<file path="config.mk">
export PLATFORM = sky130hd
export DESIGN_NAME = ccu_cd_top
export DESIGN_NICKNAME = d
export VERILOG_FILES = /design/src/logic/ccu_snoop_pkg.sv /design/src/logic/ccu_order_pkg.sv /design/src/logic/cd_order_if.sv /design/src/logic/ccu_cd_top.sv /design/src/logic/cd_port_sel.sv /design/src/logic/cd_order_ctrl.sv /design/src/logic/ccu_fifo.sv
export VERILOG_INCLUDE_DIRS = /design/src
export SDC_FILE = /design/constraint.sdc
export NUM_CORES = 1
export LEC_CHECK = 0
export BUFFER_PORTS_ARGS = -buffer_cell sky130_fd_sc_hd__buf_2
export CORE_ASPECT_RATIO = 1.2
export CORE_MARGIN = 3
export CORE_UTILIZATION = 55
export CTS_BUF_LIST = sky130_fd_sc_hd__clkbuf_8
export DETAILED_ROUTE_END_ITERATION = 6
export PLACE_DENSITY = 0.83
export SLEW_MARGIN = 40
export SYNTH_ARGS = -nofsm -noshare
export SYNTH_HDL_FRONTEND = slang
export SYNTH_HIERARCHICAL = 1
export SYNTH_SLANG_ARGS = --single-unit
</file>
<file path="constraint.sdc">
create_clock -name clk_i -period 16.1 [get_ports clk_i]
set_input_delay 1.61 -clock clk_i [delete_from_list [all_inputs] [get_ports clk_i]]
set_output_delay 1.61 -clock clk_i [all_outputs]
set_load 0.01 [all_outputs]
</file>
<file path="src/ccu_cd_defs.svh">
/* Size and depth constants of the snoop-data path
 */

`ifndef CCU_CD_DEFS_SVH
`define CCU_CD_DEFS_SVH

// Snoop ports sharing the CD channels
`define CCU_NUM_PORTS 4

// Data bits in one CD beat
`define CCU_CD_DATA_W 64

// Entries in the ordering queue and in each sink buffer
`define CCU_ORDER_DEPTH 4
`define CCU_SINK_DEPTH 2

`endif
</file>
<file path="src/logic/ccu_snoop_pkg.sv">
/* Snoop-channel types: port index, port mask and the CD beat
 */

`default_nettype none

`include "ccu_cd_defs.svh"

package ccu_snoop_pkg;

    // Index of one snoop port
    typedef logic [$clog2(`CCU_NUM_PORTS)-1:0] port_idx_t;

    // One bit per snoop port
    typedef logic [`CCU_NUM_PORTS-1:0] port_mask_t;

    // One CD beat
    typedef struct packed {
        logic [`CCU_CD_DATA_W-1:0] data;
        logic                      last;
    } cd_beat_t;

endpackage

`default_nettype wire

</file>
<file path="src/logic/ccu_order_pkg.sv">
/* Ordering types: owner of a CD transfer and one ordering record
 */

`default_nettype none

package ccu_order_pkg;

    // Owner of the CD data of one request
    typedef enum logic {
        MEMORY_UNIT = 1'b0,
        SNOOP_UNIT  = 1'b1
    } cd_user_e;

    // One ordering record
    typedef struct packed {
        cd_user_e                 user;
        ccu_snoop_pkg::port_idx_t first;
        ccu_snoop_pkg::port_mask_t avail;
    } order_entry_t;

endpackage

`default_nettype wire

</file>
<file path="src/logic/cd_order_if.sv">
/* Head of the CD ordering queue and its pop strobe
 */

`timescale 1ns/1ps
`default_nettype none

interface cd_order_if;

    logic                      head_valid;
    ccu_order_pkg::cd_user_e   head_user;
    ccu_snoop_pkg::port_idx_t  head_first;
    ccu_snoop_pkg::port_mask_t head_avail;
    logic                      pop;

    // Queue side
    modport ctrl (output head_valid, head_user, head_first, head_avail, input pop);

    // Routing side that pops once all data ports are done
    modport sel (input head_valid, head_user, head_first, head_avail, output pop);

endinterface

`default_nettype wire

</file>
<file path="src/logic/ccu_cd_top.sv">
/* Snoop-data path top: ordering controller, port selector
 * and the memory-unit and snoop-unit sink buffers
 */

`timescale 1ns/1ps
`default_nettype none

`include "ccu_cd_defs.svh"

module ccu_cd_top (
    input  wire logic                      clk_i,
    input  wire logic                      rst_ni,

    // Requests from the memory and snoop units
    input  wire logic                      mu_wb_req_i,
    input  wire logic                      mu_gnt_i,
    input  wire logic                      su_rd_req_i,
    input  wire logic                      su_gnt_i,
    input  wire ccu_snoop_pkg::port_idx_t  first_responder_i,
    input  wire ccu_snoop_pkg::port_mask_t data_avail_i,
    output logic                           order_stall_o,

    // CD channels of the snoop ports
    input  wire logic [`CCU_NUM_PORTS-1:0] cd_valid_i,
    input  wire ccu_snoop_pkg::cd_beat_t   cd_beat_i [`CCU_NUM_PORTS],
    output logic [`CCU_NUM_PORTS-1:0]      cd_ready_o,

    // Sink outputs
    output logic                           mu_valid_o,
    output ccu_snoop_pkg::cd_beat_t        mu_beat_o,
    input  wire logic                      mu_ready_i,
    output logic                           su_valid_o,
    output ccu_snoop_pkg::cd_beat_t        su_beat_o,
    input  wire logic                      su_ready_i
);

    cd_order_if order ();

    ccu_snoop_pkg::cd_beat_t beat;
    logic                    mu_push, su_push;
    logic                    mu_full, su_full;
    logic                    mu_empty, su_empty;

    cd_order_ctrl u_order_ctrl (
        .clk_i             (clk_i),
        .rst_ni            (rst_ni),
        .mu_wb_req_i       (mu_wb_req_i),
        .mu_gnt_i          (mu_gnt_i),
        .su_rd_req_i       (su_rd_req_i),
        .su_gnt_i          (su_gnt_i),
        .first_responder_i (first_responder_i),
        .data_avail_i      (data_avail_i),
        .stall_o           (order_stall_o),
        .order             (order.ctrl)
    );

    cd_port_sel u_port_sel (
        .clk_i      (clk_i),
        .rst_ni     (rst_ni),
        .order      (order.sel),
        .cd_valid_i (cd_valid_i),
        .cd_beat_i  (cd_beat_i),
        .cd_ready_o (cd_ready_o),
        .mu_push_o  (mu_push),
        .su_push_o  (su_push),
        .beat_o     (beat),
        .mu_full_i  (mu_full),
        .su_full_i  (su_full)
    );

    //////////////////////////////////////////////////
    // Sink buffers
    //////////////////////////////////////////////////

    ccu_fifo #(
        .DEPTH  (`CCU_SINK_DEPTH),
        .data_t (ccu_snoop_pkg::cd_beat_t)
    ) u_mu_sink (
        .clk_i   (clk_i),
        .rst_ni  (rst_ni),
        .push_i  (mu_push),
        .data_i  (beat),
        .pop_i   (mu_ready_i),
        .data_o  (mu_beat_o),
        .full_o  (mu_full),
        .empty_o (mu_empty)
    );

    ccu_fifo #(
        .DEPTH  (`CCU_SINK_DEPTH),
        .data_t (ccu_snoop_pkg::cd_beat_t)
    ) u_su_sink (
        .clk_i   (clk_i),
        .rst_ni  (rst_ni),
        .push_i  (su_push),
        .data_i  (beat),
        .pop_i   (su_ready_i),
        .data_o  (su_beat_o),
        .full_o  (su_full),
        .empty_o (su_empty)
    );

    assign mu_valid_o = !mu_empty;
    assign su_valid_o = !su_empty;

endmodule

`default_nettype wire

</file>
<file path="src/logic/cd_port_sel.sv">
/* Per-port CD ready, last tracking and retirement,
 * steering of first-responder beats into the sinks
 */

`timescale 1ns/1ps
`default_nettype none

`include "ccu_cd_defs.svh"

module cd_port_sel (
    input  wire logic                     clk_i,
    input  wire logic                     rst_ni,
    cd_order_if.sel                       order,
    input  wire logic [`CCU_NUM_PORTS-1:0] cd_valid_i,
    input  wire ccu_snoop_pkg::cd_beat_t  cd_beat_i [`CCU_NUM_PORTS],
    output logic [`CCU_NUM_PORTS-1:0]     cd_ready_o,
    output logic                          mu_push_o,
    output logic                          su_push_o,
    output ccu_snoop_pkg::cd_beat_t       beat_o,
    input  wire logic                     mu_full_i,
    input  wire logic                     su_full_i
);

    ccu_snoop_pkg::port_mask_t last_q;
    ccu_snoop_pkg::port_mask_t last_hs;
    logic                      sel_full;
    logic                      fr_hs;

    //////////////////////////////////////////////////
    // Ready per port
    //////////////////////////////////////////////////

    assign sel_full = (order.head_user == ccu_order_pkg::MEMORY_UNIT) ? mu_full_i : su_full_i;

    always_comb begin
        for (int i = 0; i < `CCU_NUM_PORTS; i++) begin
            cd_ready_o[i] = order.head_valid && order.head_avail[i] && !last_q[i];
            // Sink full holds back only the first responder
            if (ccu_snoop_pkg::port_idx_t'(i) == order.head_first && sel_full) begin
                cd_ready_o[i] = 1'b0;
            end
            last_hs[i] = cd_valid_i[i] && cd_ready_o[i] && cd_beat_i[i].last;
        end
    end

    //////////////////////////////////////////////////
    // Last tracking and retirement
    //////////////////////////////////////////////////

    always_ff @(posedge clk_i or negedge rst_ni) begin
        if (!rst_ni) begin
            last_q <= '0;
        end else if (order.pop) begin
            last_q <= '0;
        end else begin
            last_q <= last_q | last_hs;
        end
    end

    // Every port with data has sent its last beat
    assign order.pop = order.head_valid && (last_q == order.head_avail);

    //////////////////////////////////////////////////
    // Steering
    //////////////////////////////////////////////////

    assign fr_hs  = cd_valid_i[order.head_first] && cd_ready_o[order.head_first];
    assign beat_o = cd_beat_i[order.head_first];

    // Beats of other ports are taken and dropped
    assign mu_push_o = fr_hs && (order.head_user == ccu_order_pkg::MEMORY_UNIT);
    assign su_push_o = fr_hs && (order.head_user == ccu_order_pkg::SNOOP_UNIT);

endmodule

`default_nettype wire

</file>
<file path="src/logic/cd_order_ctrl.sv">
/* Request capture with memory priority, push-once flag
 * and the CD ordering queue
 */

`timescale 1ns/1ps
`default_nettype none

`include "ccu_cd_defs.svh"

module cd_order_ctrl (
    input  wire logic                      clk_i,
    input  wire logic                      rst_ni,
    input  wire logic                      mu_wb_req_i,
    input  wire logic                      mu_gnt_i,
    input  wire logic                      su_rd_req_i,
    input  wire logic                      su_gnt_i,
    input  wire ccu_snoop_pkg::port_idx_t  first_responder_i,
    input  wire ccu_snoop_pkg::port_mask_t data_avail_i,
    output logic                           stall_o,
    cd_order_if.ctrl                       order
);

    ccu_order_pkg::order_entry_t entry_in, head;
    logic                        push, empty;
    logic                        pushed_d, pushed_q;
    logic                        gnt;

    //////////////////////////////////////////////////
    // Request capture
    //////////////////////////////////////////////////

    always_comb begin
        entry_in.user  = ccu_order_pkg::MEMORY_UNIT;
        entry_in.first = first_responder_i;
        entry_in.avail = data_avail_i;
        push           = 1'b0;
        gnt            = 1'b0;
        if (mu_wb_req_i) begin
            push = !pushed_q && !stall_o;
            gnt  = mu_gnt_i;
        end else if (su_rd_req_i) begin
            entry_in.user = ccu_order_pkg::SNOOP_UNIT;
            push          = !pushed_q && !stall_o;
            gnt           = su_gnt_i;
        end
        // Held until the grant ends the request
        pushed_d = gnt ? 1'b0 : (pushed_q || push);
    end

    always_ff @(posedge clk_i or negedge rst_ni) begin
        if (!rst_ni) begin
            pushed_q <= 1'b0;
        end else begin
            pushed_q <= pushed_d;
        end
    end

    //////////////////////////////////////////////////
    // Ordering queue
    //////////////////////////////////////////////////

    ccu_fifo #(
        .DEPTH  (`CCU_ORDER_DEPTH),
        .data_t (ccu_order_pkg::order_entry_t)
    ) u_order_fifo (
        .clk_i   (clk_i),
        .rst_ni  (rst_ni),
        .push_i  (push),
        .data_i  (entry_in),
        .pop_i   (order.pop),
        .data_o  (head),
        .full_o  (stall_o),
        .empty_o (empty)
    );

    assign order.head_valid = !empty;
    assign order.head_user  = head.user;
    assign order.head_first = head.first;
    assign order.head_avail = head.avail;

endmodule

`default_nettype wire

</file>
<file path="src/logic/ccu_fifo.sv">
/* Fall-through FIFO with a type-parameter payload
 */

`timescale 1ns/1ps
`default_nettype none

module ccu_fifo #(
    parameter int unsigned DEPTH = 2,
    parameter type data_t = logic
) (
    input  wire logic  clk_i,
    input  wire logic  rst_ni,
    input  wire logic  push_i,
    input  wire data_t data_i,
    input  wire logic  pop_i,
    output data_t      data_o,
    output logic       full_o,
    output logic       empty_o
);

    localparam int unsigned PTR_W = (DEPTH > 1) ? $clog2(DEPTH) : 1;
    localparam int unsigned CNT_W = $clog2(DEPTH + 1);

    data_t            mem_q [DEPTH];
    logic [PTR_W-1:0] rd_ptr_q, wr_ptr_q;
    logic [CNT_W-1:0] count_q;
    logic             none_stored, fall_thru, do_push, do_pop;

    assign none_stored = (count_q == '0);
    assign full_o      = (count_q == CNT_W'(DEPTH));
    assign empty_o     = none_stored && !push_i;

    // Beat passes straight through without being stored
    assign fall_thru = none_stored && push_i && pop_i;
    assign do_push   = push_i && !full_o && !fall_thru;
    assign do_pop    = pop_i && !none_stored;

    assign data_o = none_stored ? data_i : mem_q[rd_ptr_q];

    always_ff @(posedge clk_i or negedge rst_ni) begin
        if (!rst_ni) begin
            rd_ptr_q <= '0;
            wr_ptr_q <= '0;
            count_q  <= '0;
        end else begin
            if (do_push) begin
                wr_ptr_q <= (wr_ptr_q == PTR_W'(DEPTH - 1)) ? '0 : wr_ptr_q + 1'b1;
            end
            if (do_pop) begin
                rd_ptr_q <= (rd_ptr_q == PTR_W'(DEPTH - 1)) ? '0 : rd_ptr_q + 1'b1;
            end
            count_q <= count_q + CNT_W'(do_push) - CNT_W'(do_pop);
        end
    end

    always_ff @(posedge clk_i) begin
        if (do_push) begin
            mem_q[wr_ptr_q] <= data_i;
        end
    end

endmodule

`default_nettype wire

</file>
Word-level counts from Yosys, hierarchy flattened:

Memories as Yosys holds them, arrays and structs flattened.
Cells that the tools add are included.

* bits in registers: 20
* memory bits (writable): 288
* input bits: 278
* output and inout port bits: 137
* logic and storage cells: 143
* memories: 3

Memories
* u_mu_sink.mem_q: depth 2, width 65, rd ports 1, clocked after Yosys merged registers in 0, write ports 1, line ccu_fifo.sv:24 `data_t mem_q [DEPTH];`
* u_su_sink.mem_q: depth 2, width 65, rd ports 1, clocked after Yosys merged registers in 0, write ports 1, line ccu_fifo.sv:24
* u_order_ctrl.u_order_fifo.mem_q: depth 4, width 7, rd ports 1, clocked after Yosys merged registers in 0, write ports 1, line ccu_fifo.sv:24

* add/sub/neg operators: 12
* $lt $le $gt $ge: 2
* equality and inequality tests: 9
* mux-type cells: 35
* bitwise gates (word level): 3
* reductions and logical operators: 68

Operators by type and width (number)
* $mux W65: 4
* $bmux W65 S2: 1
* $logic_and A1 B1 Y1: 43
* $mux W1: 24
* $logic_not A1 Y1: 20
* $eq A2 B2 Y1 const B: 4
* $mux W7: 1
* $logic_not A2 Y1: 3
* $add A1 B1 Y1 const B: 4
* $add A2 B1 Y2: 2
* $add A2 B1 Y2 const B: 2
* $bmux W1 S2: 2
* $eq A2 B2 Y1 const A: 2
* $eq A4 B4 Y1: 1
* $mux W2: 2
* $mux W4: 1
* $or A4 B4 Y4: 1
* $sub A2 B1 Y2: 2
* $add A3 B1 Y3: 1
* $eq A3 B3 Y1 const B: 1
* $ge A3 B3 Y1 const B: 1
* $logic_not A3 Y1: 1
* $lt A2 B3 Y1 const B: 1
* $not A2 Y3: 1
* other kinds (4): 4

Depth between registers and ports, before layout:

* depth after elaboration: 21
* gate-level depth with buffers: 16
* depth with buffers taken out: 15

Modules after synthesis:

The synthesis kept the hierarchy.

Modules (own cells, without submodules)
* ccu_fifo at u_mu_sink ...: times used 2, cells an instance 379, area an instance 5677.9 um^2, sequential area each 4003.8 um^2
* cd_port_sel: times used 1, cells an instance 126, area an instance 1920.6 um^2, sequential area each 100.1 um^2
* ccu_fifo at u_order_ctrl.u_order_fifo: times used 1, cells an instance 84, area an instance 1570.3 um^2, sequential area each 1016.0 um^2
* cd_order_ctrl: times used 1, cells an instance 10, area an instance 76.3 um^2, sequential area each 25.0 um^2
* ccu_cd_top: times used 1, cells an instance 2, area an instance 7.5 um^2, sequential area each 0.0 um^2

Worst setup path after synthesis:

No wires, ideal clock.

* path type: input port to flip-flop
* from: input port su_rd_req_i
* to: memory u_mu_sink/mem_q[0][0] (netlist name) (enable)
* setup time: 0.488 ns
* data arrival time: 5.794 ns
* data required time: 15.612 ns
* setup slack: 9.818 ns
* stages: 8
* buffers on the path: 0
* path through: nor2b_1 mux2_2 mux2_2 a211oi_2 o211ai_1 nor3b_2 nand2b_1 nor2_1

* elaborated cells between the ends (all ways): 37
* classes of those cells: 14 x mux; 1 x bitwise; 22 x reduce/logical

RTL lines
* start, declared: line ccu_cd_top.sv:17 `input wire logic su_rd_req_i,`
* $mux W1 (*): line cd_order_ctrl.sv:41 `end else if (su_rd_req_i) begin`
* $mux W1 (*): line cd_order_ctrl.sv:38 `if (mu_wb_req_i) begin`
* $mux W7 (*): line ccu_fifo.sv:38 `assign data_o = none_stored ? data_i : mem_q[rd_ptr_q];`
* net order.head_user: line cd_order_if.sv:10 `ccu_order_pkg::cd_user_e head_user;`
* $mux W1: line cd_port_sel.sv:33 `assign sel_full = (order.head_user == ccu_order_pkg::MEMORY_UNIT) ? mu_full_i : su_full_i;`
* $logic_and A1 B1 Y1: line cd_port_sel.sv:39 `if (ccu_snoop_pkg::port_idx_t'(i) == order.head_first && sel_full) begin`
* $mux W1: line cd_port_sel.sv:39
* $bmux W1 S2: line cd_port_sel.sv:67 `assign fr_hs = cd_valid_i[order.head_first] && cd_ready_o[order.head_first];`
* $mux W1 (implied by the code): line cd_port_sel.sv:67
* $logic_and A1 B1 Y1: line cd_port_sel.sv:67
* $logic_and A1 B1 Y1 (*): line cd_port_sel.sv:71 `assign mu_push_o = fr_hs && (order.head_user == ccu_order_pkg::MEMORY_UNIT);`
* net mu_push: line ccu_cd_top.sv:40 `logic mu_push, su_push;`
* $logic_and A1 B1 Y1 (2 in a row): line ccu_fifo.sv:34 `assign fall_thru = none_stored && push_i && pop_i;`
* $logic_not A1 Y1: line ccu_fifo.sv:35 `assign do_push = push_i && !full_o && !fall_thru;`
* $logic_and A1 B1 Y1 (*): line ccu_fifo.sv:35
* $mux W1 (*): line ccu_fifo.sv:57 `if (do_push) begin`
* $mux W1 (implied by the code) (*): line ccu_fifo.sv:58 `mem_q[wr_ptr_q] <= data_i;`
* end, declared: line ccu_fifo.sv:24

Mark *: on every way through the listed nets, which the timed path passes. The rest lies on a longest branch. The select of a mux whose other input is x is not followed.

==> summary.md <==
| Metric | Value |
|---|---|
| Status | `finished clean` |
| IO Count | `415` |
| Power per Cell Area | `217.5 nW/µm²` |
| Setup Skew | `0.02820 ns` |
| Die width | `156.4 µm` |
| Slew Limit Fails | `0` |
| Die area | `29170 µm²` |
| Synth cell types | `45` |
| Clock Latency Late Sink | `0.55 ns` |
| Setup WS post-layout | `10.31 ns` |
| CTS tree | `built` |
| Total CTS buffers | `48` |
| Fraction of synthesized cell area in xor and xnor cells | `0.7039%` |
| Std-Cell Rows | `65` |
| RSZ-0062 raised after global routing | `false` |
| Design area | `18010 µm²` |
| Post-synthesis cell area | `14930 µm²` |
| Root Buffer | `clkbuf_8` |
| # clock sinks | `308` |
| Simple-Gate Fraction of Synth Area | `6.562%` |
| Resized cells post-CTS | `0` |
| Initial Util | `56.31%` |
| Largest net degree at the start of global routing | `73` |
| Die height | `186.5 µm` |
| Critical Path End Type | `primary output` |
| Post-synthesis compound-gate area fraction | `5.874%` |
| Vias in the first global route | `11.15k` |
| Rel. slew slack | `42.17%` |
| Biggest area consumer among synthesized cells | `edfxtp_1` |
| Inst Count DP | `1663` |
| Initial antenna violation count | `6` |
| # hold bufs at CTS | `0` |
| Grt total ovfl | `0` |
| Nets | `1668` |
| Endpoints failing hold | `0` |
| Setup TNS | `0 ns` |
| Max-cap viol count | `0` |
| Post-CTS setup repair buffer count | `0` |
| Worst-Margin Slew | `0.8674 ns` |
| Synthesis Warnings | `6` |
| # setup viols final | `0` |
| H-tree depth | `2` |
| Synth top area cells | `edfxtp_1 (58%), mux4_2 (11%), mux2i_1 (8.7%), nor3_1 (4.4%), a21oi_1 (3.8%)` |
| Buffers on Ports | `414` |
| First-pass GRT wire length | `63.40 mm` |
| Post-route insts no fill | `1753` |
| Iter 0 DRT Violations | `847` |
| EDFF count, synth | `288` |
| Core area | `26510 µm²` |
| Multiplexer area fraction after synthesis | `20.73%` |
| DRT Wirelength | `41.94 mm` |
| Mapped Cells | `980` |
| Critical path launch point type | `input pin` |
| Max clock buf depth | `3` |
| Max FO, Critical Path | `37` |
| Lkg Pwr | `7.016 nW` |
| DRC viols | `0` |
| Placed Area | `17120 µm²` |
| Worst min path class | `reg2reg` |
| Yosys top cell area share | `57.92%` |
| Synth-to-layout area growth | `20.66%` |
| Clock transition at the registers of the reported paths | `0.06 ns` |
| Area share of fa/ha/maj cells after synthesis | `1.056%` |
| Dpl ws | `10.06 ns` |
| Gp weighted congestion | `0.9444` |
| Dpl hpwl | `26.71 mm` |
| Worst Path Arrival | `4.18 ns` |
| Sequential share of the synthesized area | `61.28%` |
| Final hold slack | `0.5431 ns` |
| VDD IR max | `209.2 µV` |
| First-pass DRT Iterations | `5` |
| Final min period | `5.789 ns` |
| Worst Path Class, Setup | `in2out` |
| Syn Area/Cell | `15.24 µm²` |
| Ys async rst share | `6.494%` |
| Synth Flop Type | `edfxtp_1` |
| Share of cells above drive strength 1 | `43.50%` |
| GRT Resource Usage Total | `28.23%` |
| Largest family of logic cells by synthesized area | `multiplexers` |
| Mapped Nets | `1270` |
| Antenna Violating Nets Remaining | `0` |
| Vias | `10.60k` |
| Tcrit/Tclk final | `35.96%` |
| Critical path required time | `14.49 ns` |
| Flops & latches, synth | `308` |
| Routed len/inst | `23.92 µm` |
| FMAX | `0.1727 GHz` |
| DR vias/cell | `6.047` |
[worst paths after layout]
path                       depth (start not counted)                                    end                             startpoint  slack (ns)
min                                                2                   u_port_sel/last_q[0]                   u_port_sel/last_q[0]        0.54
max reg2reg                                        8                 u_mu_sink/mem_q[1][33]  u_order_ctrl/u_order_fifo/rd_ptr_q[0]       11.31
min reg2reg                                        2                   u_port_sel/last_q[0]                   u_port_sel/last_q[0]        0.54
max                                                7                          mu_beat_o[39]                   first_responder_i[0]       10.31
min in group asynchronous                          1  u_order_ctrl/u_order_fifo/wr_ptr_q[1]                                 rst_ni        1.03
max in group asynchronous                          1                   u_su_sink/count_q[1]                                 rst_ni       14.68
[cells by family (layout without fill, tap and decap cells)]
| group | Yosys count | after routing |
|---|---|---|
| flops | 308 | 308 |
| simple gates | 185 | 185 |
| mux | 215 | 215 |
| fa+ha+maj | 12 | 12 |
| other cells | 0 | 2 |
| compound gates | 151 | 151 |
| xor+xnor | 12 | 12 |
| buf+inv | 97 | 533 |
[worst max-delay path, stage by stage]
cell and delay, ns:
buf_2 0.12, mux2_4 0.61, buf_6 0.55, mux4_2 0.68, nor3_1 0.26, a21oi_1 0.09, buf_2 0.18
[state kept, by name, indices dropped and copies added, names as in the netlist]
| register | cells |
|---|---|
| u_mu_sink/count_q | 2 |
| u_mu_sink/mem_q | 130 |
| u_mu_sink/rd_ptr_q | 1 |
| u_mu_sink/wr_ptr_q | 1 |
| u_order_ctrl/pushed_q | 1 |
| u_order_ctrl/u_order_fifo/count_q | 3 |
| u_order_ctrl/u_order_fifo/mem_q | 28 |
| u_order_ctrl/u_order_fifo/rd_ptr_q | 2 |
| u_order_ctrl/u_order_fifo/wr_ptr_q | 2 |
| u_port_sel/last_q | 4 |
| u_su_sink/count_q | 2 |
| u_su_sink/mem_q | 130 |
| u_su_sink/rd_ptr_q | 1 |
| u_su_sink/wr_ptr_q | 1 |
[report_power, final]
group | switching [mW] | total [mW] | internal [mW] | leakage, nW
logic | 1.19 | 1.97 | 0.786 | 3.68
registers | 0.161 | 1.35 | 1.19 | 2.83
clock network | 0.288 | 0.591 | 0.303 | 0.503
[layer usage]
metal	vias up	routed length (µm)	global-route usage (%)
li1	4674	-	-
met1	5242	16240	37.59
met2	596	21190	47.21
met3	83	3338	5.196
met4	6	1121	9.262
met5	-	47	0
[metrics by stage]
step | util, % | total power [mW]
2_1_floorplan | - | 2.671
3_3_place_gp | 64.33 | 3.264
3_5_place_dp | 64.58 | 3.326
4_1_cts | 67.91 | 3.924
5_1_grt | 67.95 | 4.132
6_report | 67.95 | 3.918
[cells in the final DEF, fill, tap and decap left out, types with 3 or more instances in the layout]
cell        netlist  routed
buf_2            24     414
edfxtp_1        288     288
nor3_1          132     132
mux2i_1         130     130
a21oi_1         113     113
mux4_2           73      73
clkbuf_8          0      53
inv_1            16      31
a21oi_2          20      20
dfrtp_1          20      14
nor2_1           15      13
clkinv_1          0      11
ha_1             11      11
xnor2_1          10      10
buf_4            12       9
nor2b_1           7       7
mux2_2            8       6
clkinv_2          0       5
nand2b_1          5       5
mux2_4            4       5
buf_6            17       4
and2_1            4       4
a31oi_1           4       4
clkinvlp_4        0       3
o21ai_1           3       3
nor3b_1           3       3
dfrtp_2           0       3
dfrtp_4           0       3
nand2_1           3       3
nand3b_1          3       3
nand3_1           3       3
[cell usage after synthesis (10+ instances only)]
library cell  instances
a21oi_1             113
a21oi_2              20
buf_2                24
buf_4                12
buf_6                17
clkbuf_1             27
dfrtp_1              20
edfxtp_1            288
ha_1                 11
inv_1                16
mux2i_1             130
mux4_2               73
nor2_1               15
nor3_1              132
xnor2_1              10
[final cells by class]
cell class	instances	area (µm²)
Tap cell	335	419.2
Timing Repair Buffer	429	2227
Multi-Input combinational cell	575	5256
Clock inverter	35	153.9
Sequential cell	308	9164
Inverter	16	60.06
Antenna cell	2	5.005
Clock buffer	53	729.5
Fill cell	1919	8498
(Power assumes the default switching activity.)
